**config.mk**
```make
export PLATFORM = sky130hd
export DESIGN_NAME = axi_read_back
export DESIGN_NICKNAME = d
export VERILOG_FILES = /design/src/axi_sram_pkg.sv /design/src/axi_read_back.sv
export SDC_FILE = /design/constraint.sdc
export NUM_CORES = 1
export LEC_CHECK = 0
export BUFFER_PORTS_ARGS = -buffer_cell sky130_fd_sc_hd__buf_2
export CAP_MARGIN = 20
export CORE_ASPECT_RATIO = 0.75
export CORE_MARGIN = 2
export CORE_UTILIZATION = 49
export CTS_BUF_LIST = sky130_fd_sc_hd__clkbuf_8
export DETAILED_ROUTE_END_ITERATION = 16
export GPL_ROUTABILITY_DRIVEN = 0
export PLACE_DENSITY_LB_ADDON = 0.1
export SETUP_SLACK_MARGIN = 0.1
export SLEW_MARGIN = 20
export SYNTH_ARGS = -nofsm -noshare
export SYNTH_HDL_FRONTEND = slang
export SYNTH_SLANG_ARGS = --single-unit
```
**constraint.sdc**
```tcl
create_clock -name clk -period 2.4 [get_ports clk]
set_clock_uncertainty 0.15 [all_clocks]
set_input_delay 0.24 -clock clk [delete_from_list [all_inputs] [get_ports clk]]
set_output_delay 0.24 -clock clk [all_outputs]
set_load 0.05 [all_outputs]
```
**src/axi_sram_pkg.sv**
```systemverilog
package axi_sram_pkg;

    localparam int axi_data_bits = 32;
    localparam int axi_strb_bits = 4;
    localparam int axi_id_bits   = 4;
    // N means N+1 beats
    localparam int axi_len_bits  = 4;
    localparam int axi_addr_bits = 32;

    // widest word index the address split can carry
    localparam int word_idx_bits = 16;

    localparam logic [1:0] resp_okay  = 2'b00;
    localparam logic [1:0] burst_incr = 2'b01;

    // same byte address seen flat or as word index plus byte lane
    typedef union packed {
        logic [axi_addr_bits-1:0] raw;
        struct packed {
            logic [axi_addr_bits-word_idx_bits-3:0] upper;
            logic [word_idx_bits-1:0]               word;
            logic [1:0]                             offset;
        } fields;
    } byte_addr_u;

endpackage

```
**src/axi_read_back.sv**
```systemverilog
`timescale 1ns/1ns

module axi_read_back (
    input  logic                                   clk, rst,
    input  logic                                   push_i,
    input  logic [axi_sram_pkg::axi_data_bits-1:0] rdata_i,
    input  logic                                   last_i,
    input  logic [axi_sram_pkg::axi_id_bits-1:0]   id_i,
    input  logic                                   rready_i,
    output logic                                   rvalid_o,
    output logic [axi_sram_pkg::axi_data_bits-1:0] rdata_o,
    output logic                                   rlast_o,
    output logic [axi_sram_pkg::axi_id_bits-1:0]   rid_o,
    output logic [1:0]                             rresp_o,
    output logic [1:0]                             buf_free_o,
    output logic                                   beat_taken_o
);

    import axi_sram_pkg::*;

    logic                     push_q;
    logic                     last_s;
    logic [axi_id_bits-1:0]   id_s;
    logic [axi_data_bits-1:0] data_mem [2];
    logic                     last_mem [2];
    logic [axi_id_bits-1:0]   id_mem   [2];
    logic                     wr_ptr_q;
    logic                     rd_ptr_q;
    logic [1:0]               count_q;
    logic                     pop;

    assign rvalid_o     = count_q != 2'd0;
    assign pop          = rvalid_o & rready_i;
    assign beat_taken_o = pop;
    assign buf_free_o   = 2'd2 - count_q;
    assign rdata_o      = data_mem[rd_ptr_q];
    assign rlast_o      = last_mem[rd_ptr_q];
    assign rid_o        = id_mem[rd_ptr_q];
    assign rresp_o      = resp_okay;

    always_ff @(posedge clk or negedge rst) begin
        if (!rst) begin
            push_q   <= 1'b0;
            wr_ptr_q <= 1'b0;
            rd_ptr_q <= 1'b0;
            count_q  <= 2'd0;
        end else begin
            // SRAM data shows up the cycle after the read strobe
            push_q <= push_i;
            if (push_q) begin
                wr_ptr_q <= ~wr_ptr_q;
            end
            if (pop) begin
                rd_ptr_q <= ~rd_ptr_q;
            end
            count_q <= count_q + {1'b0, push_q} - {1'b0, pop};
        end
    end

    // last and id wait one cycle to line up with the data
    always_ff @(posedge clk) begin
        if (push_i) begin
            last_s <= last_i;
            id_s   <= id_i;
        end
        if (push_q) begin
            data_mem[wr_ptr_q] <= rdata_i;
            last_mem[wr_ptr_q] <= last_s;
            id_mem[wr_ptr_q]   <= id_s;
        end
    end

    // read credit in the controller keeps this from overflowing
    assert property (@(posedge clk) disable iff (!rst)
        push_q |-> count_q != 2'd2);

endmodule

```
# ---- Word level (Yosys, flattened, before mapping)
# Memory sizes are Yosys's and may differ from the RTL's.
# Index checks and enable logic that the tools add are counted.
dict set report word_totals {
  memories 3
  mem_bits_rw 74
  out_inout_bits 43
  register_bits 10
}
# memory depth width rd rd_ports_with_merged_regs wr line
set mem_list {}
lappend mem_list {data_mem 2 32 1 0 1 axi_read_back.sv:24} ;# logic [axi_data_bits-1:0] data_mem [2];
lappend mem_list {id_mem 2 4 1 0 1 axi_read_back.sv:26} ;# logic [axi_id_bits-1:0] id_mem [2];
lappend mem_list {last_mem 2 1 1 0 1 axi_read_back.sv:25} ;# logic last_mem [2];
dict set report op_classes {
  n_addsub 3
  muxes 2
  reduce_logical 1
  bitwise_logic 3
}
# operator count
set op_table {}
lappend op_table {{2-bit by 1-bit adder with 2-bit output} 1}
lappend op_table {{1-bit two-way mux} 2}
lappend op_table {{1-bit inverter} 2}
lappend op_table {{2-bit nonzero test} 1}
lappend op_table {{2-bit by 1-bit subtractor with 2-bit output} 1}
lappend op_table {{2-bit subtractor, first input constant} 1}
lappend op_table {{1-bit bitwise AND} 1}

# ---- Longest topological paths before layout
dict set report logic_depth {
  ltp_word 3
  mapped_depth 8
  mapped_depth_nobuf 8
}

# ---- Worst setup path before layout
# OpenSTA, ideal clock, no wires.
dict set report synth_timing {
  path_type {flip-flop to flip-flop}
  startpoint {register push_q}
  endpoint {memory data_mem[0][0] (enable)}
  period_less_slack_ps 2650
  required_time_ps 1814
  setup_time_ps 436
  arrival_time_ps 2064
  path_buffers 0
  slack_ps -250
  path_stages_with_launch 2
  path_cell_list {dfrtp_1 nor2b_1}
}
dict set report synth_between {
  elab_chain_len 2
}
# item line
set synth_lines {}
lappend synth_lines {{start: declaration} axi_read_back.sv:21} ;# logic push_q;
lappend synth_lines {{start signal: assignment} axi_read_back.sv:49} ;# push_q <= push_i;
lappend synth_lines {{1-bit two-way mux} axi_read_back.sv:66} ;# if (push_q) begin
lappend synth_lines {{1-bit two-way mux (implied by the code)} axi_read_back.sv:67} ;# data_mem[wr_ptr_q] <= rdata_i;
lappend synth_lines {{end: declaration} axi_read_back.sv:24}
# No other way between the ends.

# ---- Worst setup path in the final report
dict set report layout_timing {
  startpoint {register rd_ptr_q}
  endpoint {output port rdata_o[0] (netlist name)}
}
dict set report layout_between {
  elab_chain_len 1
}
# item line
set layout_lines {}
lappend layout_lines {{start: declaration} axi_read_back.sv:28} ;# logic rd_ptr_q;
lappend layout_lines {{start signal: assignment} axi_read_back.sv:54} ;# rd_ptr_q <= ~rd_ptr_q;
lappend layout_lines {{memory read 2 x 32 bit} n/a}
lappend layout_lines {{end: declaration} axi_read_back.sv:11} ;# output logic [axi_sram_pkg::axi_data_bits-1:0] rdata_o,
# No other way between the ends.

==> results_dict.tcl <==
set metrics [dict create \
    cts_tree "built" \
    ios 84 \
    yosys.area.top_type "edfxtp_1" \
    synth_async_sr_flop_share 0.0595 \
    port_buffers 81 \
    worstReg2RegStart "count_q[0]" \
    synth_top_area_share 0.750 \
    power.density_nw_per_um2 1280 \
    initial_utilization 0.503 \
    synthTopCellsByArea "edfxtp_1, mux2_4, mux2_2, dfrtp_1, ha_1" \
    ys_seq_area_frac 0.789 \
    hold_viol_final 0 \
    startpoint_type "flip-flop" \
    die_h_um 73.6 \
    h-tree-depth 3 \
    final_max_slew_viol_count 0 \
    cp.required_ps 2010 \
    grt_pass1_wl_um 8030 \
    crit_path_end_kind "output port" \
    ys_types 14 \
    ant_nets 0 \
    grt_max_degree 24 \
    grtUsageTotal 0.153 \
    remaining_drc_errors 0 \
    cts_max_path_buffers 2 \
    post-place-ws_ps 615 \
    setup_slack_ps 262 \
    wire_per_inst_um 14.7 \
    worst_skew_pair.late_latency_ps 340 \
    synth.most_common_cell "edfxtp_1" \
    critical_path_class "flip-flop to output port" \
    setup-tns-final_ps 0 \
    synthTopCellsByCount "edfxtp_1, mux2_4, mux2_2" \
    die_x_um 96.8 \
    crit_path_max_fanout 12 \
    overflow 0 \
    rsz0062_at_grt "no" \
    root_buffer "clkbuf_8" \
    fin_crit_ps 2140 \
    cts_resized 0 \
    synth_area_um2 3160 \
    core_um2 6290 \
    dp.final_hpwl_um 3540 \
    synth-seq-cells 84 \
    max-cap-violations 0 \
    worstPathArrival_ps 1750 \
    setup_viol 0 \
    synth.avg_cell_area_um2 22.0 \
    rr_endpoint "count_q[1]" \
    p_leak_nw 1.73 \
    r2r_slack_ps 610 \
    dieArea_um2 7120 \
    irDropWorstVdd_mv 0.953 \
    drtPass1Iterations 4 \
    syn_to_final_growth_pct 35.9 \
    antenna_found_initial 0 \
    clk_pin_slew_ps 80 \
    post-route-period-util 0.891 \
    hold_class "input port to asynchronous set/reset pin" \
    synth-edff-count 79 \
    cts_buffers 9 \
    yosysWarnings 0 \
    nets 317 \
    rows 25 \
    status "complete, no violations" \
    cts.sinks 84 \
    grt_pass1_vias 1744 \
    antenna_cells 0 \
    first_iter_violations 73 \
    vias 1673 \
    synth_cells 144 \
    vias_per_cell 4.66 \
    rr_worst_depth 8 \
    totalWireLength_um 5290 \
    fmax_mhz 468 \
    drive_above_1_share 0.507 \
    synthFlopType "edfxtp_1" \
]
## worst max-delay path by stage
stage,depth (start not counted),to,slack (ps),startpoint
after global routing,3,rlast_o,170,rd_ptr_q
after global placement,3,rlast_o,660,rd_ptr_q
after detailed placement,8,count_q[1],620,count_q[0]
final,3,rdata_o[0],260,rd_ptr_q
after CTS,3,rdata_o[0],230,rd_ptr_q
after floorplan,8,count_q[1],300,count_q[0]
## per-layer routing
metal,vias to the layer above,global-route usage,routed length [um]
met1,813,0.165,2190
met3,4,0.0599,251
li1,805,-,-
met4,0,0.0610,38
met2,51,0.278,2810
met5,-,0,0
## critical path, stage by stage, from the launching register on
cell and delay, ps:
dfrtp_2 530, buf_4 290, mux2_2 370, buf_2 220
## registers in the layout, summed over array words and instances, names as in the netlist
register,count
data_mem,64
push_q,1
rd_ptr_q,1
id_mem,8
count_q,2
last_mem,2
last_s,1
id_s,4
wr_ptr_q,1
## power breakdown
| part | switching (mW) | internal, mW | total [mW] | leakage [nW] |
|---|---|---|---|---|
| combinational | 1.62 | 0.780 | 2.40 | 0.824 |
| clock | 0.465 | 0.581 | 1.05 | 0.107 |
| sequential | 0.114 | 1.94 | 2.05 | 0.801 |
## per-stage QoR
stage	utilization	instance area (um2)	total power, mW	hold slack [ps]	instances
after CTS	0.684	4300	5.56	61.8	359
after floorplan	-	3170	3.98	-206	145
after detailed placement	0.587	3690	4.46	-83.0	304
final	0.684	4300	5.50	73.6	359
after global routing	0.684	4300	5.72	72.2	359
after global placement	0.587	3690	4.41	-88.8	304
## layout make-up
cell class              count  area [um2]
clock buffers               9         124
clock inverters             7        92.6
fillers                   431        1990
inverters                   5        18.8
multi-input cells          49         602
flip-flops and latches     84        2500
well taps                  81         101
repair buffers            124         863
## kinds of logic after synthesis
family / synth area share
xor+xnor: 0.0111
fa+ha+maj: 0.0119
buf+inv: 0.0253
flops: 0.789
mux: 0.155
other cells: 0.00119
simple gates: 0.00593
## what timing repair did
action,CTS,global route
hold buffers,39,0
buffers inserted,0,0
hold endpoints to repair,75,0
## cell usage in the layout, fill, tap and decap left out
| master | count |
|---|---|
| nor2b_4 | 1 |
| xor2_1 | 2 |
| dfrtp_2 | 1 |
| mux2_4 | 20 |
| bufinv_16 | 2 |
| buf_12 | 3 |
| mux2_2 | 17 |
| dfrtp_1 | 4 |
| edfxtp_1 | 79 |
| inv_1 | 6 |
| dlygate4sd3_1 | 39 |
| clkbuf_8 | 9 |
| ha_1 | 3 |
| xnor2_1 | 2 |
| buf_4 | 1 |
| clkinv_2 | 1 |
| nor2b_2 | 1 |
| buf_2 | 81 |
| clkinv_4 | 1 |
| and2_2 | 1 |
| clkinvlp_4 | 2 |
| conb_1 | 2 |
Power figures use the tool's default switching activity.
