===== src/axi_sram_pkg.sv =====
package axi_sram_pkg;

    localparam int axi_data_bits = 32;
    localparam int axi_strb_bits = 4;
    localparam int axi_id_bits   = 4;
    // N means N+1 beats
    localparam int axi_len_bits  = 4;
    localparam int axi_addr_bits = 32;

    // widest word index the address split can carry
    localparam int word_idx_bits = 16;

    localparam logic [1:0] resp_okay  = 2'b00;
    localparam logic [1:0] burst_incr = 2'b01;

    // same byte address seen flat or as word index plus byte lane
    typedef union packed {
        logic [axi_addr_bits-1:0] raw;
        struct packed {
            logic [axi_addr_bits-word_idx_bits-3:0] upper;
            logic [word_idx_bits-1:0]               word;
            logic [1:0]                             offset;
        } fields;
    } byte_addr_u;

endpackage


===== src/axi_sram_ctrl.sv =====
`timescale 1ns/1ns

module axi_sram_ctrl #(
    parameter int sram_a_bits = 10
) (
    input  logic                                  clk, rst,
    input  logic [axi_sram_pkg::axi_id_bits-1:0]  awid_i,
    input  logic                                  awvalid_i,
    input  logic [axi_sram_pkg::axi_id_bits-1:0]  arid_i,
    input  axi_sram_pkg::byte_addr_u              araddr_i,
    input  logic [axi_sram_pkg::axi_len_bits-1:0] arlen_i,
    input  logic                                  arvalid_i,
    input  logic                                  bready_i,
    input  logic                                  wr_done_i,
    input  logic [1:0]                            buf_free_i,
    input  logic                                  rd_beat_taken_i,
    output logic                                  awready_o,
    output logic                                  arready_o,
    output logic                                  wr_start_o,
    output logic                                  rd_en_o,
    output logic [sram_a_bits-1:0]                rd_addr_o,
    output logic                                  rd_last_o,
    output logic [axi_sram_pkg::axi_id_bits-1:0]  id_o,
    output logic                                  bvalid_o,
    output logic [axi_sram_pkg::axi_id_bits-1:0]  bid_o,
    output logic [1:0]                            bresp_o
);

    import axi_sram_pkg::*;

    localparam logic [1:0] st_idle  = 2'd0;
    localparam logic [1:0] st_read  = 2'd1;
    localparam logic [1:0] st_write = 2'd2;
    localparam logic [1:0] st_resp  = 2'd3;

    logic [1:0]              state_q;
    logic [1:0]              state_d;
    logic                    idle_q;
    logic                    issuing_q;
    logic                    in_flight_q;
    logic [axi_len_bits-1:0] iss_cnt_q;
    logic [axi_len_bits-1:0] tk_cnt_q;
    logic [axi_len_bits-1:0] len_q;
    logic [axi_id_bits-1:0]  id_q;
    logic [sram_a_bits-1:0]  rd_addr_q;
    logic                    awhs;
    logic                    arhs;
    logic                    credit;
    logic                    rd_done;

    // write wins when both arrive in the same idle cycle
    assign awready_o  = idle_q;
    assign arready_o  = idle_q & ~awvalid_i & (buf_free_i == 2'd2);
    assign awhs       = awvalid_i & awready_o;
    assign arhs       = arvalid_i & arready_o;
    assign wr_start_o = awhs;

    // free slot left after the read still coming out of the SRAM
    assign credit    = ({1'b0, buf_free_i} + {2'b00, rd_beat_taken_i}) > {2'b00, in_flight_q};
    assign rd_en_o   = issuing_q & credit;
    assign rd_last_o = iss_cnt_q == len_q;
    assign rd_addr_o = rd_addr_q;
    assign rd_done   = rd_beat_taken_i & (tk_cnt_q == len_q);

    assign id_o     = id_q;
    assign bid_o    = id_q;
    assign bvalid_o = state_q == st_resp;
    assign bresp_o  = resp_okay;

    always_comb begin
        state_d = state_q;
        case (state_q)
            st_idle: begin
                if (awhs) begin
                    state_d = st_write;
                end else if (arhs) begin
                    state_d = st_read;
                end
            end
            st_read: begin
                if (rd_done) begin
                    state_d = st_idle;
                end
            end
            st_write: begin
                if (wr_done_i) begin
                    state_d = st_resp;
                end
            end
            st_resp: begin
                if (bready_i) begin
                    state_d = st_idle;
                end
            end
            default: state_d = st_idle;
        endcase
    end

    always_ff @(posedge clk or negedge rst) begin
        if (!rst) begin
            state_q     <= st_idle;
            idle_q      <= 1'b0;
            issuing_q   <= 1'b0;
            in_flight_q <= 1'b0;
            iss_cnt_q   <= '0;
            tk_cnt_q    <= '0;
        end else begin
            state_q     <= state_d;
            idle_q      <= state_d == st_idle;
            in_flight_q <= rd_en_o;
            if (arhs) begin
                issuing_q <= 1'b1;
                iss_cnt_q <= '0;
                tk_cnt_q  <= '0;
            end else begin
                if (rd_en_o) begin
                    issuing_q <= ~rd_last_o;
                    iss_cnt_q <= iss_cnt_q + 1'b1;
                end
                if (rd_beat_taken_i) begin
                    tk_cnt_q <= tk_cnt_q + 1'b1;
                end
            end
        end
    end

    always_ff @(posedge clk) begin
        if (awhs) begin
            id_q <= awid_i;
        end else if (arhs) begin
            id_q      <= arid_i;
            len_q     <= arlen_i;
            rd_addr_q <= araddr_i.fields.word[sram_a_bits-1:0];
        end else if (rd_en_o) begin
            rd_addr_q <= rd_addr_q + 1'b1;
        end
    end

    // the wlast beat of the write side only comes while a write is open
    assert property (@(posedge clk) disable iff (!rst)
        wr_done_i |-> state_q == st_write);

endmodule


===== config.mk =====
export PLATFORM = sky130hd
export DESIGN_NAME = axi_sram_ctrl
export DESIGN_NICKNAME = d
export VERILOG_FILES = /design/src/axi_sram_pkg.sv /design/src/axi_sram_ctrl.sv
export SDC_FILE = /design/constraint.sdc
export NUM_CORES = 1
export LEC_CHECK = 0
export BUFFER_PORTS_ARGS = -buffer_cell sky130_fd_sc_hd__buf_2
export CAP_MARGIN = 20
export CORE_UTILIZATION = 24
export CTS_CLUSTER_SIZE = 40
export DETAILED_ROUTE_END_ITERATION = 8
export HOLD_SLACK_MARGIN = 0.06
export PLACE_DENSITY_LB_ADDON = 0.08
export SYNTH_ARGS = -nofsm -noshare
export SYNTH_HDL_FRONTEND = slang
export SYNTH_SLANG_ARGS = --single-unit

===== constraint.sdc =====
create_clock -name clk -period 2.65 [get_ports clk]
set_input_delay 0.265 -clock clk [delete_from_list [all_inputs] [get_ports clk]]
set_output_delay 0.265 -clock clk [all_outputs]
set_load 0.02 [all_outputs]

# Word-level counts from Yosys, hierarchy flattened

Cells that the tools add are included.

Output and inout bits: 26
Register bits after elaboration: 31
Word-level logic and storage cells: 52
Latch bits: 0
Bits of input ports: 53
RAM bits: 0
Bits in read-only memories: 0
Memories: 0

Muxes and demuxes: 16
Eq/ne operators: 6
$lt $le $gt $ge: 1
Div/mod/pow operators: 0
Reduce and logical (&&, ||, !) cells: 7
Bitwise gates (word level): 9
Multipliers: 0
Add/sub/neg operators: 4
Shift operators: 0

Operators by type and width:

| operator                                            | count |
|---|---|
| two-way mux 4 bit                                   | 6 |
| two-way mux 10 bit                                  | 2 |
| adder 10 x 1 -> 10 bit, second input constant       | 1 |
| two-way mux 2 bit                                   | 5 |
| adder 4 x 1 -> 4 bit, second input constant         | 2 |
| equality test 4 bit                                 | 2 |
| case mux 2 bit (4 select lines)                     | 1 |
| bitwise AND 1 bit                                   | 6 |
| equality test 2 bit, second input constant          | 3 |
| nonzero test 2 bit                                  | 3 |
| logical NOT 2 bit                                   | 2 |
| AND reduction 2 bit                                 | 2 |
| adder 2 x 1 -> 3 bit                                | 1 |
| > comparator 3 x 1 -> 1 bit                         | 1 |
| inverter 1 bit                                      | 3 |
| equality test 2 x 1 -> 1 bit, second input constant | 1 |
| two-way mux 1 bit                                   | 2 |

# Logic depth before layout (Yosys ltp)

Gate-level depths: netlist (run 1).

Word-level depth: 8
Depth in mapped cells: 7
Mapped depth without buffers: 7

# Worst setup path after synthesis (run 1)

OpenSTA, ideal clock, no wires.

Path type: input-to-reg
Start: input port buf_free_i[0]
End: register rd_addr_q[0], in the netlist rd_addr_o[0], enable pin
Arrival: 1781 ps
Path buffers: 0
Stages on the path: 6
Slack: 489 ps
Cells stage by stage: ha_1 inv_1 ha_1 or3b_1 nand3_1 a21oi_1

Longest elaborated chain between the ends: 5
Elaborated cells between the ends (all ways): 8

RTL lines:

| element                                                                 | line                                     | text |
|---|---|---|
| from (decl)                                                             | axi_sram_ctrl.sv:15                      | `input logic [1:0] buf_free_i,` |
| adder 2 x 1 -> 3 bit / equality test 2 bit (equally long branches)      | axi_sram_ctrl.sv:59, axi_sram_ctrl.sv:53 |  |
| > comparator 3 x 1 -> 1 bit / bitwise AND 1 bit (equally long branches) | axi_sram_ctrl.sv:59, axi_sram_ctrl.sv:53 |  |
| bitwise AND 1 bit (on tied branches)                                    | axi_sram_ctrl.sv:60, axi_sram_ctrl.sv:55 |  |
| nonzero test 2 bit (no source line) (*)                                 | n/a                                      |  |
| AND reduction 2 bit (no source line) (*)                                | n/a                                      |  |
| to (signal assigned)                                                    | axi_sram_ctrl.sv:133                     | `rd_addr_q <= araddr_i.fields.word[sram_a_bits-1:0];` |
| to (signal assigned)                                                    | axi_sram_ctrl.sv:135                     | `rd_addr_q <= rd_addr_q + 1'b1;` |
| to (decl)                                                               | axi_sram_ctrl.sv:45                      | `logic [sram_a_bits-1:0] rd_addr_q;` |

Every way passes the cells marked *; elsewhere a longest branch is shown, timed or not.
A chain may end at the register's enable or synchronous reset.

# Worst setup path in the final report (run 1)

Start: input port rd_beat_taken_i
End: output port rd_en_o

Longest elaborated chain between the ends: 3

RTL lines:

| element                     | line                | text |
|---|---|---|
| from (decl)                 | axi_sram_ctrl.sv:16 | `input logic rd_beat_taken_i,` |
| adder 2 x 1 -> 3 bit        | axi_sram_ctrl.sv:59 | `assign credit = ({1'b0, buf_free_i} + {2'b00, rd_beat_taken_i}) > {2'b00, in_flight_q};` |
| > comparator 3 x 1 -> 1 bit | axi_sram_ctrl.sv:59 |  |
| bitwise AND 1 bit           | axi_sram_ctrl.sv:60 | `assign rd_en_o = issuing_q & credit;` |
| to (decl)                   | axi_sram_ctrl.sv:20 | `output logic rd_en_o,` |

Every way passes these cells.

==> reports/results.txt, run 1 <==
Final Hold Vio Count = 0
CTS Buf Count = 5
status = finished, violations left
final setup fails = 0
CTS tree = done
crit path kind = in2out
Total Routed Length = 3640 µm
IO Count = 79
maximum clock rate = 474 MHz
initial antenna violation count = 0
hpwl dp = 2790 µm
Hold Startpoint = arlen_i[1]
synthesized instance count = 147
Leak = 0.000923 µW
htree depth = 2
share of layout cells above drive strength 1 = 34.0%
number of iterations in the first detailed-routing pass = 8
largest net degree at the start of global routing = 31
R2R depth = 5
FF-to-FF setup slack = 770 ps
GRT Total Usage = 10.8%
first-pass GRT wire length = 5820 µm
unrepaired setup endpoints after global routing = false
max-capacitance violation count = 0
number of warnings issued by yosys = 0
Setup Skew = 12.2 ps
fin crit share = 79.6%
worst skew pair latency = 280 ps
Data required, critical path = 2380 ps
commonest cells after routing, fill and taps aside = buf_2, nand2_1, xor2_1, edfxtp_1, dfrtp_1
FP Rows = 29
vias = 1239
sequential element share of the synthesized area = 52.6%
Max Fanout on Critical Path = 5
element type at the critical path start = input port
DR WL/cell = 12.9 µm
vias in the first global route = 1227
pwr/cell area = 937 mW/mm²
remaining antenna violation count = 0
area leader, netlist = edfxtp_1
Final Core Density = 31.9%
Worst Hold End = len_q[1]
failing checks = DRC
Reg clk slew, reported paths = 60 ps
Worst EP arrival = 1840 ps
CTS root buffer = clkbuf_8
syn_area_per_cell = 11.2 µm²
Layout Area Growth over Synthesis = 26.0%
Congestion Overflow GR = 0
Layout Nets = 265
Netlist cell types = 33
GPL Wtd Cong = 0.765
Hold Crit Class = in2reg
main area contributors after synthesis = edfxtp_1, dfrtp_1, xor2_1
Synth Register Bits = 31
mapped cell area = 0.00165 mm²
post_cts resized = 0
Initial DRC Count = 53
die area = 0.00719 mm²
Sinks on Clock Net = 31
DRC violations left = 6
Initial Util = 25.3%
Critical R2R Launch = in_flight_q
Synth top area share = 32.9%
commonest non-fill, non-tap cell in the layout = buf_2
count of pins over their slew limit = 0
VDD IR max = 334 µV
Inserted Diodes = 0
Port Buffer Count = 54
endpoint class of the critical path = primary output
Power Total = 1940 µW
DIE HEIGHT = 84.8 µm
Final min period = 2110 ps
Max clock buf depth = 2
Via density = 4.38
RR Endpoint = rd_addr_o[0]
die width = 84.8 µm
setup_tns = 0 ps
core area = 0.00649 mm²
hold path cells = 1
[cells by family after synthesis]
group / after synthesis / synth area share (%)
AOI/OAI and AO/OA: 16 / 5.63
xor gates and xnor gates: 21 / 11.2
adders and majority gates: 7 / 5.32
buffers and inverters: 14 / 4.87
DFF: 31 / 52.6
muxes: 6 / 3.95
other: 1 / 0.228
and+or+nand+nor: 51 / 16.2
[stage by stage]
step	instance area, µm²	hold WS, ps	cells	setup WS, ps
6_report	2070	162	283	542
5_1_grt	2070	151	283	442
4_1_cts	2070	150	282	370
3_5_place_dp	1980	183	273	86.2
3_3_place_gp	1980	181	273	138
2_1_floorplan	1650	-30.6	148	489
[routing by layer]
metal	global-route usage, %	vias to the layer above	wire, µm
met2	18.3	30	1810
met1	12.4	581	1580
li1	-	621	-
met5	0	-	0
met4	5.08	0	66
met3	3.24	7	178
[report_power, final]
part / internal (µW) / leakage, µW / switching, µW
registers: 717 / 0.000326 / 162
clock network: 186 / 0.0000395 / 173
logic: 299 / 0.000557 / 405
total: 1200 / 0.000923 / 740
[cell usage after synthesis (all sizes together)]
library cell,instances
nor2,9
or2,1
dfrtp,13
and2,1
a211oi,2
nand2,21
a21boi,1
o211ai,1
nor4,1
or3b,1
xor2,18
and3,2
nand3,6
edfxtp,18
buf,8
and4bb,1
and4,1
ha,7
inv,5
mux2,4
a21o,1
conb,1
xnor2,3
clkinv,1
or4,1
o21ai,9
mux2i,2
nand4,4
a21oi,2
nor3,2
[state kept, by name, indices dropped and copies added, names as in the netlist]
| signal | cells |
|---|---|
| rd_addr_o | 10 |
| awready_o | 1 |
| iss_cnt_q | 4 |
| len_q | 4 |
| in_flight_q | 1 |
| bid_o | 4 |
| issuing_q | 1 |
| tk_cnt_q | 4 |
| state_q | 2 |
[layout make-up]
cell class	count	area (µm²)
tap	77	96.3
fill	686	4420
inverter	6	25.0
sequential	31	866
timing repair buffer	58	303
clock buffer	8	80.1
multi-input combinational	103	703
[critical path, stage by stage]
cell and delay, ps:
buf_2 120, ha_1 260, inv_1 40, ha_1 250
or3b_1 390, nand3_1 130, buf_4 150, inv_1 80
buf_2 160
[what timing repair did]
item                                    in CTS  in global routing
endpoints found under the hold margin       13                  0
hold buffers                                 1                  0
setup buffers                                0                  0
endpoints found under the setup margin       0                  0
[how the worst max path moves through the flow]
stage                               start           end  cells after the start
after floorplan             buf_free_i[0]  rd_addr_o[0]                      6
after global placement    rd_beat_taken_i  rd_addr_o[5]                      7
after detailed placement  rd_beat_taken_i  rd_addr_o[5]                      7
after CTS                     in_flight_q  rd_addr_o[8]                      4
after global routing      rd_beat_taken_i       rd_en_o                      9
final                     rd_beat_taken_i       rd_en_o                      9
Power figures use the tool's default switching activity.
==> inputs of run 2 (changes only) <==
- clock period: 2.65 -> 1.7 ns (I/O delays scaled with it)
==> reports/results.txt, run 2 (synthesis results as in run 1) <==
Final min period = 1790 ps
number of iterations in the first detailed-routing pass = 7
Initial Util = 25.3%
worst skew pair latency = 280 ps
clock share of power = 21.2%
Pint = 2140 µW
htree depth = 2
Most common cell on crit path = buf_6
switching share of total power = 36.2%
worst path bufs/invs = 3
fin cells = 292
post-route cell area = 0.00223 mm²
GPL Wtd Cong = 0.709
Crit path max-delay family = simple AND/OR/NAND/NOR gates
VDD IR max = 486 µV
max reg flops = 10
final setup margin = -88.7 ps
commonest cells after routing, fill and taps aside = buf_2, nand2_1, xor2_1, edfxtp_1, dfrtp_1
die width = 84.8 µm
pwr/cell area = 1500 mW/mm²
element type at the critical path start = flip-flop
Leak = 0.000988 µW
combinational share of power = 37.9%
fin crit share = 105%
max-capacitance violation count = 0
Worst EP arrival = 1620 ps
count of pins over their slew limit = 0
Placed Cells = 276
Congestion Overflow GR = 0
Setup Skew = 5.86 ps
Inserted Diodes = 0
Reg clk slew, reported paths = 70 ps
DIE HEIGHT = 84.8 µm
DR WL/cell = 12.5 µm
Data required, critical path = 1530 ps
Port Buffer Count = 54
CTS tree = done
first-pass GRT wire length = 5900 µm
switching power = 1220 µW
final setup fails = 2
IO Count = 79
CTS Buf Count = 5
Final Hold Vio Count = 0
FP Rows = 29
CP max stage cell = or3b_4
maximum clock rate = 559 MHz
Layout Area Growth over Synthesis = 35.7%
Sinks on Clock Net = 31
remaining antenna violation count = 0
unrepaired setup endpoints after global routing = true
worst hold slack = 166 ps
Sequential Power Share = 40.8%
Max Fanout on Critical Path = 2
vias in the first global route = 1256
Via density = 4.36
vias = 1273
worst slack, placed = -203 ps
placed inst area = 0.00202 mm²
die area = 0.00719 mm²
Layout Nets = 274
FF-to-FF setup slack = -10 ps
hpwl dp = 2800 µm
commonest non-fill, non-tap cell in the layout = buf_2
share of layout cells above drive strength 1 = 38.6%
CP max stage delay = 380 ps
endpoint class of the critical path = primary output
DRC violations left = 3
Total Routed Length = 3660 µm
crit path kind = reg2out
CTS root buffer = clkbuf_8
largest net degree at the start of global routing = 31
initial antenna violation count = 0
Hold Crit Class = in2reg
GRT Total Usage = 10.8%
failing checks = DRC, setup timing
worst path cell trace = ha_1 -> or3b_4 -> nand3_2 -> buf_6 -> inv_4 -> buf_6
status = finished, violations left
Initial DRC Count = 48
Final Core Density = 34.4%
core area = 0.00649 mm²
Max clock buf depth = 2
[run 2: power by group through the flow]
stage / Combinational (µW) / Sequential (µW) / Clock, µW
after global placement: 1130 / 1380 / 0
after CTS: 1240 / 1370 / 734
after global routing: 1420 / 1410 / 784
final: 1270 / 1370 / 713
after detailed placement: 1160 / 1390 / 0
after floorplan: 693 / 1460 / 0
[run 2: worst paths after layout]
kind	start	endpoint	depth (start not counted)
worst min register to register	issuing_q	issuing_q	1
worst min-delay path	araddr_i[8]	rd_addr_o[6]	3
worst max register to register	in_flight_q	iss_cnt_q[1]	7
min in group asynchronous	rst	state_q[0]	2
max in group asynchronous	rst	iss_cnt_q[2]	2
worst max-delay path	in_flight_q	rd_en_o	6
[run 2: through the flow]
stage / total power (µW) / TNS, ps
finish: 3360 / -96.7
global placement: 2510 / -2390
floorplan: 2150 / 0
global route: 3620 / -993
detailed placement: 2550 / -2710
CTS: 3340 / -733
[run 2: area by class of cell]
class,instances,area [µm²]
Clock buffer,5,68.8
Multi-Input combinational cell,103,732
Fill cell,675,4260
Tap cell,77,96.3
Clock inverter,3,38.8
Inverter,6,27.5
Timing Repair Buffer,67,403
Sequential cell,31,866
[run 2: timing repair]
action                                  CTS  global route
pin swaps                                 3             3
endpoints found under the setup margin    2            16
cloned                                    0             0
hold buffers                              4             1
buffers inserted                          1             2
endpoints found under the hold margin    16             1
gates resized for setup                   6             1
[run 2: per-layer routing]
layer | vias up | global-route usage (%) | wire length (µm)
li1 | 638 | - | -
met1 | 594 | 12.1 | 1590
met2 | 36 | 18.9 | 1810
met3 | 5 | 3.74 | 196
met4 | 0 | 4.16 | 61
met5 | - | 0 | 0
[run 2: worst register-to-register path: stages (launching register included)]
cell and delay, ps:
dfrtp_1 370, ha_1 260, or3b_4 380, nand3_2 80
buf_4 140, buf_4 120, mux2i_1 180, nor2_1 60
