## src/axi_sram_pkg.sv

```systemverilog
package axi_sram_pkg;

    localparam int axi_data_bits = 32;
    localparam int axi_strb_bits = 4;
    localparam int axi_id_bits   = 4;
    // N means N+1 beats
    localparam int axi_len_bits  = 4;
    localparam int axi_addr_bits = 32;

    // widest word index the address split can carry
    localparam int word_idx_bits = 16;

    localparam logic [1:0] resp_okay  = 2'b00;
    localparam logic [1:0] burst_incr = 2'b01;

    // same byte address seen flat or as word index plus byte lane
    typedef union packed {
        logic [axi_addr_bits-1:0] raw;
        struct packed {
            logic [axi_addr_bits-word_idx_bits-3:0] upper;
            logic [word_idx_bits-1:0]               word;
            logic [1:0]                             offset;
        } fields;
    } byte_addr_u;

endpackage

```

## src/axi_write_front.sv

```systemverilog
`timescale 1ns/1ns

module axi_write_front #(
    parameter int sram_a_bits = 10
) (
    input  logic                                   clk,
    input  logic                                   rst,
    input  axi_sram_pkg::byte_addr_u               awaddr_i,
    input  logic [axi_sram_pkg::axi_len_bits-1:0]  awlen_i,
    input  logic [axi_sram_pkg::axi_data_bits-1:0] wdata_i,
    input  logic [axi_sram_pkg::axi_strb_bits-1:0] wstrb_i,
    input  logic                                   wvalid_i,
    input  logic                                   wlast_i,
    input  logic                                   wr_start_i,
    output logic                                   wready_o,
    output logic                                   wr_en_o,
    output logic [sram_a_bits-1:0]                 wr_addr_o,
    output logic [axi_sram_pkg::axi_data_bits-1:0] wr_data_o,
    output logic [axi_sram_pkg::axi_strb_bits-1:0] wr_be_o,
    output logic                                   wr_done_o
);

    import axi_sram_pkg::*;

    logic                    active_q;
    logic [axi_len_bits-1:0] beat_q;
    logic [axi_len_bits-1:0] len_q;
    logic [sram_a_bits-1:0]  addr_q;
    logic                    whs;

    assign whs = wvalid_i & active_q;

    // W beats go straight to the SRAM port
    assign wready_o  = active_q;
    assign wr_en_o   = whs;
    assign wr_addr_o = addr_q;
    assign wr_data_o = wdata_i;
    assign wr_be_o   = wstrb_i;
    assign wr_done_o = whs & wlast_i;

    always_ff @(posedge clk or negedge rst) begin
        if (!rst) begin
            active_q <= 1'b0;
            beat_q   <= '0;
        end else if (wr_start_i) begin
            active_q <= 1'b1;
            beat_q   <= '0;
        end else if (whs) begin
            active_q <= ~wlast_i;
            beat_q   <= beat_q + 1'b1;
        end
    end

    // word index only, upper address bits wrap
    always_ff @(posedge clk) begin
        if (wr_start_i) begin
            addr_q <= awaddr_i.fields.word[sram_a_bits-1:0];
            len_q  <= awlen_i;
        end else if (whs) begin
            addr_q <= addr_q + 1'b1;
        end
    end

    // wlast from the master has to agree with awlen
    assert property (@(posedge clk) disable iff (!rst)
        whs |-> (wlast_i == (beat_q == len_q)));

endmodule

```

## config.mk

```make
export PLATFORM = sky130hd
export DESIGN_NAME = axi_write_front
export DESIGN_NICKNAME = d
export VERILOG_FILES = /design/src/axi_sram_pkg.sv /design/src/axi_write_front.sv
export SDC_FILE = /design/constraint.sdc
export NUM_CORES = 1
export LEC_CHECK = 0
export ABC_AREA = 1
export BUFFER_PORTS_ARGS = -buffer_cell sky130_fd_sc_hd__buf_4
export CAP_MARGIN = 0
export CORE_MARGIN = 2
export CORE_UTILIZATION = 33
export DETAILED_ROUTE_END_ITERATION = 12
export PLACE_DENSITY = 0.93
export SLEW_MARGIN = 30
export SYNTH_ARGS = -nofsm -noshare
export SYNTH_HDL_FRONTEND = slang
export SYNTH_SLANG_ARGS = --single-unit
```

## constraint.sdc

```tcl
create_clock -name clk -period 4.1 [get_ports clk]
set_clock_uncertainty 0.1 [all_clocks]
set_input_delay 0 -clock clk [delete_from_list [all_inputs] [get_ports clk]]
set_output_delay 0 -clock clk [all_outputs]
set_load 0.01 [all_outputs]
```

Word level (Yosys, flattened, before mapping) --
Index checks and enable logic that the tools add are counted.
Cells by class: add/subtract/negate cells 1, multiplexer cells 4, bitwise operators 3, reductions and logical operators 1
Operator list (count):
- $mux W10 | 2
- $add A10 B1 Y10 const B | 1
- $and A1 B1 Y1 | 2
- $mux W1 | 2
- $reduce_bool A2 Y1 | 1
- $not A1 Y1 | 1
Word-level totals: register bits after elaboration 11, input port bits 77, output and inout port bits 49, word-level logic and storage cells 11

Longest topological paths before layout --
Gate-level depths: netlist of run 1.
word-level depth 3, depth in mapped cells 7, depth with buffers taken out 7

Least setup slack after synthesis of run 1 --
No wires, ideal clock.
kind reg2reg, from reg addr_q[0] (netlist: wr_addr_o[0]), to reg addr_q[6] (netlist: wr_addr_o[6]) (data pin), library setup time 252 ps, arrival 1059 ps, required time 3748 ps, setup slack 2688 ps, cell stages (with the launch flop) 8, buffers on the path 0, clock period less this slack 1412 ps, cells stage by stage edfxtp_1 -> ha_1 -> nand3_2 -> nor2_4 -> nor2_1 -> nor2_1 -> nand2_1 -> nand2_1
Between the ends: longest elaborated chain between the ends 3
Ends and longest elaborated chain:
- start: declaration | RTL line axi_write_front.sv:28 | logic [sram_a_bits-1:0] addr_q;
- start signal: assignment | RTL line axi_write_front.sv:57 | addr_q <= awaddr_i.fields.word[sram_a_bits-1:0];
- start signal: assignment | RTL line axi_write_front.sv:60 | addr_q <= addr_q + 1'b1;
- $add A10 B1 Y10 | RTL line axi_write_front.sv:60
- $mux W10 | RTL line axi_write_front.sv:59 | end else if (whs) begin
- $mux W10 | RTL line axi_write_front.sv:56 | if (wr_start_i) begin
No other way between the ends. The select of a mux whose other input is x is not followed. A chain may end at the register's enable or synchronous reset.

Final worst setup path of run 1 --
Ends and elaborated chain as after synthesis.

==> results.toml, run 1 <==
[worst_setup_path]
path_cells = "ha_1 > nand3_2 > nor2_4 > nor2_1 > nor2_1 > nand2_1 > nand2_1"
cp.depth = 7
rrSetupSlack_ns = 2.64
r2r-start = "wr_addr_o[0]"
worstPathRequired_ns = 4.04
crit_family = "flip-flops"
cp_data_arrival_time_ns = 1.40
endpoint = "wr_addr_o[6]"
timing.rr.end = "wr_addr_o[6]"
cp-end-kind = "flip-flop"
cp-startpoint = "wr_addr_o[0]"
crit_buf_inv = 0
path_class = "reg2reg"
worstPathMaxFanout = 4
reg2reg_depth = 7
cp_slowest_stage_delay_ns = 0.46
cp-start-kind = "flip-flop"
slowest_stage = "edfxtp_1"

[cts]
path_clk_slew_ns = 0.08
ctsRootBufferMaster = "clkbuf_4"
clock_sinks = 11
cts_tree = "done"
cts_setup_buffers = 0
cts_buffers = 3
htreeDepth = 1
clockBufferDepth = 2
insertion_delay_ns = 0.29

[drt]
drt_iter0_drc = 16
drc_errors = 0
dr_total_vias = 851
routed_wl_um = 2160
firstDrtPassIters = 4
post_drt_wl_per_cell_um = 11.3
ant_nets = 0
via_per_inst = 4.43

[synth]
yosysWarnings = 0
syn_avg_cell_area_um2 = 7.87
ys_ff_latch = 11
yosysSeqAreaShare = 0.353
ys_types = 16
synth_nets = 195
synth_cells = 117
netlist_area_um2 = 921

[global_routing]
first_global_vias = 751
track_usage = 0.127
grt_pass1_wl_um = 3170
antenna_found_initial = 0
grt_max_degree = 17
grt.overflow.total = 0

[timing]
period_share = 0.355
whs_ns = 0.0171
setup_viol = 0
rsz0062_at_grt = "no"
tightest_slew_ns = 0.465
worst_slack_ns = 2.64
max_freq_mhz = 687
period_minus_slack_ns = 1.46
setup_tns_ns = 0
final_hold_viol_count = 0
timing.max_slew.rel_slack = 0.689
drv_slew = 0

[hold_path]
hold_path_class = "in2reg"

[floorplan]
core_um2 = 2710
initial_core_util = 0.340
rows = 19
die_w_um = 56.8
die_y_um = 56.8
num_io_pins = 126
dieArea_um2 = 3230

[placed_design]
preCtsSetupSlack_ns = 2.68
dp_hpwl_um = 1300
io_buffers = 27
place.gp.congestion = 0.719

[finish]
seqCellArea_um2 = 325
multiInputGateArea_um2 = 290
antennaDiodeCount = 0
layout_common_cells = "dlygate4sd3_1 (50), nand2_1 (37), buf_4 (27), edfxtp_1 (10), inv_1 (7)"
nets = 240
drive_above_1_share = 0.217
layout_commonest_cell = "dlygate4sd3_1"
area_growth_pct = 53.5
fillers = 247

[status]
status = "complete, no violations"

[power_and_ir_drop]
ir_worst_vdd_uv = 135
p_per_area_nw_per_um2 = 254
power_mw = 0.359
p_leak_nw = 0.653

[job]
cap_violations = 0
==> per-layer routing <==
metal,global-route usage,vias to the layer above,share of wire,routed length [um]
met5,0,-,0,0
met4,0.0598,0,0.013,29
met3,0.0300,3,0.095,206
met2,0.214,57,0.49,1060
met1,0.151,371,0.40,860
li1,-,420,-,-
==> layout make-up <==
type | instances | area share
sequential | 11 | 0.230
timing repair buffer | 77 | 0.497
tap | 31 | 0.0274
clock buffer | 4 | 0.0186
multi-input combinational | 61 | 0.205
inverter | 8 | 0.0212
==> power by group <==
| part | internal, mW | switching (mW) | total [mW] | leakage (nW) |
|---|---|---|---|---|
| Clock | 0.0379 | 0.0444 | 0.0822 | 0.0150 |
| Sequential | 0.139 | 0.0147 | 0.154 | 0.113 |
| Combinational | 0.0688 | 0.0541 | 0.123 | 0.525 |
==> cells in the mapped netlist <==
cell	count	area [um2]
nand2_1	37	139
nor2_1	5	18.8
nand3_1	6	30.0
inv_1	7	26.3
inv_2	1	3.75
buf_4	36	270
ha_1	1	12.5
edfxtp_1	10	300
nand3_2	2	20.0
xor2_1	2	17.5
dfrtp_1	1	25.0
buf_2	1	5.00
a21oi_1	1	5.00
o21ai_0	2	10.0
nor2_4	2	22.5
o21ai_1	3	15.0
==> what timing repair did <==
item | 4_1_cts | 5_1_grt
endpoints found under the setup margin | 0 | 0
resized for setup | 0 | 0
hold endpoints to repair | 48 | 0
hold buffers | 50 | 0
==> state kept, by name, indices dropped and copies added (netlist names) <==
signal	cells
wr_addr_o	10
wready_o	1
==> per-stage QoR <==
stage                     cell area, um2  instances  utilization
after floorplan                      921        117            -
after global placement               887        138        0.327
after detailed placement             887        138        0.327
after CTS                           1410        192        0.522
after global routing                1410        192        0.522
final                               1410        192        0.522
==> worst min-delay path by stage <==
stage               startpoint       end  slack (ns)  cells after the start
finish              wr_start_i  wready_o        0.02                      3
global placement           rst  wready_o       -0.32                      1
CTS                 wr_start_i  wready_o        0.02                      3
global route        wr_start_i  wready_o        0.05                      3
detailed placement         rst  wready_o       -0.32                      1
floorplan                  rst  wready_o       -0.40                      0
==> kinds of logic after synthesis <==
family,Yosys count,share of synthesized area
AND/OR/NAND/NOR,52,0.250
buffers and inverters,45,0.332
flip-flops,11,0.353
AO/OA/AOI/OAI,6,0.0326
XOR/XNOR,2,0.0190
adder cells (fa/ha/maj),1,0.0136
==> worst min-delay path, delay by kind of cell <==
family	cells	cell delay, ns
buffers and inverters	2	0.29
AND/OR/NAND/NOR	1	0.08
Note: power is estimated with default switching activity, not from simulation.
==> inputs of run 2 (changes only) <==
--- a/config.mk
+++ b/config.mk
@@ -9,9 +9,9 @@
 export BUFFER_PORTS_ARGS = -buffer_cell sky130_fd_sc_hd__buf_4
 export CAP_MARGIN = 0
 export CORE_MARGIN = 2
-export CORE_UTILIZATION = 33
+export CORE_UTILIZATION = 28
 export DETAILED_ROUTE_END_ITERATION = 12
-export PLACE_DENSITY = 0.93
+export PLACE_DENSITY = 0.85
 export SLEW_MARGIN = 30
 export SYNTH_ARGS = -nofsm -noshare
 export SYNTH_HDL_FRONTEND = slang
==> constraint.sdc (replaced) <==
create_clock -name clk -period 1.2 [get_ports clk]
set_clock_uncertainty 0.1 [all_clocks]
set_input_delay 0 -clock clk [delete_from_list [all_inputs] [get_ports clk]]
set_output_delay 0 -clock clk [all_outputs]
set_load 0.01 [all_outputs]
==> run 2 against run 1 <==
- the run now ends with negative setup slack left
- hold slack gained 0.41 ns
- final cell count grew 14%
- worst setup slack lost 2.8 ns
- flip-flop and latch count is the same
- via count grew 6.0%
- core utilization shrank 0.60 points
- critical path type unchanged
- first-iteration DRC count grew 63%
==> results.toml, run 2 (synthesis gave the netlist of run 1 again) <==
[drt]
dr_total_vias = 902
ant_nets = 0
top_layer_used = "met4"
via_per_inst = 4.14
routed_wl_um = 2620
drt_iter0_drc = 26
met3WireLength_um = 211
firstDrtPassIters = 4
wl_met2_um = 1380
post_drt_wl_per_cell_um = 12.0
drc_errors = 0
routedLengthMet1_um = 998

[finish]
layout_common_cells = "dlygate4sd3_1 (51), nand2_1 (37), buf_4 (36), edfxtp_1 (10), inv_1 (7)"
post-route-util = 0.516
nets = 253
antennaDiodeCount = 0
layout_commonest_cell = "dlygate4sd3_1"
drive_above_1_share = 0.299
fillers = 295
area_growth_pct = 73.8
largest_reg_flops = 10

[cts]
insertion_delay_ns = 0.28
htreeDepth = 1
cts_buffers = 3
cts_tree = "done"
ctsRootBufferMaster = "clkbuf_4"
clock_sinks = 11
clockBufferDepth = 2
path_clk_slew_ns = 0.08

[global_routing]
grt_pass1_wl_um = 3780
track_usage = 0.139
first_global_vias = 841
grt.overflow.total = 0
grt_max_degree = 12
antenna_found_initial = 0

[timing]
setup_tns_ns = -1.16
whs_ns = 0.431
setup_viol = 10
final_hold_viol_count = 0
rsz0062_at_grt = "yes"
timing.max_slew.rel_slack = 0.831
worst_slack_ns = -0.175
max_freq_mhz = 727
tightest_slew_ns = 0.253
drv_slew = 0
period_share = 1.15
period_minus_slack_ns = 1.37

[worst_setup_path]
path_class = "reg2reg"
cp-end-kind = "flip-flop"
path_cells = "ha_4 > nand3_4 > nor2_4 > nor2_1 > nor2_1 > nand2_1 > nand2_1"
timing.rr.end = "wr_addr_o[6]"
worstPathRequired_ns = 1.14
crit_buf_inv = 0
r2r-start = "wr_addr_o[0]"
worstPathMaxFanout = 4
slowest_stage = "edfxtp_1"
crit_family = "flip-flops"
reg2reg_depth = 7
cp_slowest_stage_delay_ns = 0.44
cp-start-kind = "flip-flop"
cp_data_arrival_time_ns = 1.31
rrSetupSlack_ns = -0.17

[power_and_ir_drop]
power_mw = 1.34
ir_worst_vdd_uv = 338
p_per_area_nw_per_um2 = 835
p_leak_nw = 0.728

[floorplan]
core_um2 = 3100
rows = 20
initial_core_util = 0.297
die_y_um = 61.4
dieArea_um2 = 3760
num_io_pins = 126
die_w_um = 61.4

[placed_design]
io_buffers = 27
dp_hpwl_um = 1500
place.gp.congestion = 0.775

[hold_path]
hold_path_class = "in2reg"
holdPathEnd = "wready_o"
hp-start = "wlast_i"
whs_path_depth = 5

[status]
status = "finished with violations"
violations = "negative setup slack"

[job]
cap_violations = 0
[run 2: cell types whose count changed in the layout (fill, tap and decap cells not counted), sizes merged]
cell / delta
dlygate4sd3: +1
buf: +12
[run 2: cell type report]
| class | count | area, um2 | share of cell area |
|---|---|---|---|
| clock buffers | 4 | 26.3 | 0.0164 |
| multi-input cells | 61 | 338 | 0.211 |
| well taps | 44 | 55.1 | 0.0344 |
| flip-flops and latches | 11 | 325 | 0.203 |
| inverters | 8 | 32.5 | 0.0203 |
| repair buffers | 90 | 823 | 0.514 |
[run 2: worst register-to-register path, delay by kind of cell (launching register included)]
family / cells / cell delay (ns)
flops: 1 / 0.44
simple gates: 6 / 0.39
fa+ha+maj: 1 / 0.21
[run 2: worst max path at each step]
stage / start / end / depth (start not counted) / slack [ns]
floorplan: wr_addr_o[0] / wr_addr_o[8] / 6 / -0.21
global placement: wr_addr_o[0] / wr_addr_o[8] / 6 / -0.11
detailed placement: wr_addr_o[0] / wr_addr_o[8] / 6 / -0.16
CTS: wr_addr_o[1] / wr_addr_o[6] / 7 / -0.16
global route: wr_addr_o[0] / wr_addr_o[9] / 6 / -0.22
finish: wr_addr_o[0] / wr_addr_o[6] / 7 / -0.17
[run 2: repair_timing]
item                                    4_1_cts  5_1_grt
endpoints found under the setup margin        8       21
buffers inserted                              1        0
pin swaps                                     6        3
hold endpoints to repair                     48        0
resized for setup                             8        3
hold buffers                                 51        0
[run 2: report_power, final]
group	total [mW]	internal, mW	switching, mW	leakage (nW)
Combinational	0.543	0.313	0.230	0.600
Clock	0.268	0.129	0.139	0.0150
Sequential	0.525	0.475	0.0506	0.113
[run 2: routing by layer]
layer / up-vias / GRT usage
met5: - / 0
met4: 0 / 0.0456
met3: 4 / 0.0315
met2: 53 / 0.249
met1: 395 / 0.163
li1: 450 / -
[run 2: per-stage QoR]
stage                     setup WS, ns  instance area, um2  cells
after floorplan                 -0.209                 923    117
after global placement          -0.106                1000    162
after detailed placement        -0.159                1000    162
after CTS                       -0.160                1590    218
after global routing            -0.223                1600    218
final                           -0.175                1600    218
==> inputs of run 3 (changes only) <==
--- a/config.mk
+++ b/config.mk
@@ -5,13 +5,13 @@
 export SDC_FILE = /design/constraint.sdc
 export NUM_CORES = 1
 export LEC_CHECK = 0
-export ABC_AREA = 1
 export BUFFER_PORTS_ARGS = -buffer_cell sky130_fd_sc_hd__buf_4
 export CAP_MARGIN = 0
 export CORE_MARGIN = 2
-export CORE_UTILIZATION = 28
+export CORE_UTILIZATION = 27
 export DETAILED_ROUTE_END_ITERATION = 12
-export PLACE_DENSITY = 0.85
+export PLACE_DENSITY = 0.84
+export SETUP_SLACK_MARGIN = 0.4
 export SLEW_MARGIN = 30
 export SYNTH_ARGS = -nofsm -noshare
 export SYNTH_HDL_FRONTEND = slang
==> run 3 against run 2 <==
- the run ends with negative hold slack, negative setup slack left
- synthesized cell count down 16%
- final cell count down 6.4%
- critical path depth down 4
- sequential share of layout area down 1.5 points
- total power up 14%
- combinational power up 36%
- fmax down 6.8%
- worst setup slack worse by 0.10 ns
- first-iteration DRC count down 38%
- core utilization up 3.7 points
- hold slack worse by 0.51 ns
- critical path type unchanged
- highest routed layer unchanged
==> results.toml, run 3 <==
[floorplan]
rows = 20
core_um2 = 3130
dieArea_um2 = 3820
die_y_um = 61.8
initial_core_util = 0.288
num_io_pins = 126
die_w_um = 61.8

[worst_setup_path]
worstPathRequired_ns = 1.21
rrSetupSlack_ns = -0.28
reg2reg_depth = 3
r2r-start = "wr_addr_o[1]"
cp-end-kind = "flip-flop"
slowest_stage = "edfxtp_1"
cp-startpoint = "wr_addr_o[1]"
cp.depth = 3
crit_family = "simple AND/OR/NAND/NOR gates"
worstPathMaxFanout = 4
cp_slowest_stage_delay_ns = 0.47
cp-start-kind = "flip-flop"
endpoint = "wr_addr_o[9]"
cp_data_arrival_time_ns = 1.49
timing.rr.end = "wr_addr_o[9]"
path_class = "reg2reg"
crit_buf_inv = 0
path_cells = "nand2_2 > or4_1 > a31oi_1"

[finish]
final-instance-count-excl-fill = 204
layout_commonest_cell = "dlygate4sd3_1"
post-route-util = 0.553
antennaDiodeCount = 0
drive_above_1_share = 0.481
layout_common_cells = "dlygate4sd3_1 (40), buf_6 (31), buf_4 (24), nand2_1 (10), edfxtp_1 (10)"
largest_reg_flops = 10
area_growth_pct = 91.7
nets = 239

[synth]
synth-edff-count = 10
yosysWarnings = 0
synth_area_leaders = "edfxtp_1 (33%), buf_4 (30%), nand3_1 (5.5%)"
ys_async_sr_fraction = 0.0909
synth_top_area_cell = "edfxtp_1"
syn_avg_cell_area_um2 = 9.21
synth_cells = 98
synthTopCellsByCount = "buf_4 (36), nand2_1 (12), edfxtp_1 (10), nand3_1 (10)"
ys_ff_latch = 11
netlist_area_um2 = 902
synth-main-ff-cell = "edfxtp_1"
synth.most_common_cell = "buf_4"
ys_types = 22
yosysTopAreaCellShare = 0.333
yosysSeqAreaShare = 0.361
synth_nets = 176

[power_and_ir_drop]
p_per_area_nw_per_um2 = 885
intPower_mw = 1.06
ir_worst_vdd_uv = 452
pwr-share-comb = 0.483
power_frac_clock = 0.168
p_leak_nw = 0.728
switchingPower_mw = 0.470
swShare = 0.307
seqPwrFrac = 0.349

[cts]
cts_tree = "done"
ctsHoldBuffers = 40
path_clk_slew_ns = 0.07
htreeDepth = 1
clock_sinks = 11
insertion_delay_ns = 0.26
cts_buffers = 3
ctsRootBufferMaster = "clkbuf_4"
clockBufferDepth = 2

[timing]
worst_slack_ns = -0.276
period_share = 1.23
rsz0062_at_grt = "yes"
period_minus_slack_ns = 1.48
max_freq_mhz = 678
whs_ns = -0.0808
final_hold_viol_count = 9
timing.max_slew.rel_slack = 0.845
drv_slew = 0
setup_viol = 12
tightest_slew_ns = 0.230

[status]
violations = "negative hold slack, negative setup slack"
status = "finished with violations"

[placed_design]
placed_cells = 147
place.gp.congestion = 0.774
io_buffers = 27
dp_hpwl_um = 1610

[drt]
dr_total_vias = 916
firstDrtPassIters = 4
drc_errors = 0
routed_wl_um = 2840
post_drt_wl_per_cell_um = 13.9
via_per_inst = 4.49
ant_nets = 0
drt_iter0_drc = 16

[job]
cap_violations = 0

[global_routing]
first_global_vias = 886
track_usage = 0.144
grt_max_degree = 21
antenna_found_initial = 0
grt.overflow.total = 0
grt_pass1_wl_um = 4020

[hold_path]
hold_path_class = "in2reg"
==> run 3: changes by cell type after synthesis, moves of 3 or more <==
| cell | before | now |
|---|---|---|
| nor2_1 | 5 | 1 |
| nand2_1 | 37 | 12 |
| inv_1 | 7 | 2 |
| o21ai_1 | 3 | 0 |
| or4_1 | 0 | 4 |
| nand3_1 | 6 | 10 |
| o211ai_1 | 0 | 4 |
==> run 3: how the worst min path moves through the flow <==
| stage | from | cells past startpoint | to | slack [ns] |
|---|---|---|---|---|
| 3_3_place_gp | rst | 1 | wready_o | -0.32 |
| 6_report | awaddr_i[6] | 3 | wr_addr_o[4] | -0.08 |
| 2_1_floorplan | rst | 0 | wready_o | -0.40 |
| 3_5_place_dp | rst | 1 | wready_o | -0.32 |
| 5_1_grt | awaddr_i[2] | 3 | wr_addr_o[0] | -0.08 |
| 4_1_cts | awaddr_i[6] | 3 | wr_addr_o[4] | -0.08 |
==> run 3: cell families (layout without fill, tap and decap cells) <==
group / Yosys count / in the layout / synth area share
multiplexers: 1 / 1 / 0.0125
adder cells (fa/ha/maj): 1 / 1 / 0.0139
XOR/XNOR: 3 / 3 / 0.0291
AO/OA/AOI/OAI: 10 / 10 / 0.0707
AND/OR/NAND/NOR: 32 / 33 / 0.197
buffers and inverters: 40 / 101 / 0.316
flip-flops: 11 / 11 / 0.361
==> run 3: power by group through the flow <==
stage | Sequential, mW | Clock, mW | Combinational [mW]
after floorplan | 0.566 | 0 | 0.246
after global placement | 0.526 | 0 | 0.384
after detailed placement | 0.533 | 0 | 0.394
after CTS | 0.530 | 0.263 | 0.673
after global routing | 0.540 | 0.292 | 0.789
final | 0.534 | 0.257 | 0.739
==> run 3: worst register-to-register path, cell delays in order (launching register included) <==
cell and delay [ns]:
edfxtp_1 0.47, nand2_2 0.13, or4_1 0.48, a31oi_1 0.15
==> run 3: through the flow <==
step	setup TNS, ns	power (mW)	worst slack [ns]	hold WS, ns	area [um2]
after global placement	-1.35	0.911	-0.207	-0.322	1040
after floorplan	-1.56	0.812	-0.284	-0.396	936
after detailed placement	-1.79	0.927	-0.289	-0.320	1040
after global routing	-2.74	1.62	-0.319	-0.0835	1730
final	-2.21	1.53	-0.276	-0.0808	1730
after CTS	-2.07	1.47	-0.263	-0.0830	1640
==> run 3: metal layers <==
| layer | global-route usage | vias to the layer above | part of all wire |
|---|---|---|---|
| met5 | 0 | - | 0 |
| met4 | 0.0486 | 0 | 0.014 |
| met3 | 0.0331 | 4 | 0.084 |
| met2 | 0.260 | 56 | 0.53 |
| met1 | 0.166 | 425 | 0.37 |
| li1 | - | 431 | - |
==> run 3: layout make-up <==
class,count,area [um2]
well taps,44,55.1
multi-input cells,48,385
inverters,2,7.51
clock buffers,4,26.3
fillers,267,1400
repair buffers,95,930
flip-flops and latches,11,325
==> run 3: timing repair <==
action,4_1_cts,5_1_grt
pin swaps,16,8
gates resized for setup,35,9
hold endpoints to repair,47,9
setup endpoints to repair,34,34
cloned,1,0
buffers inserted,6,6
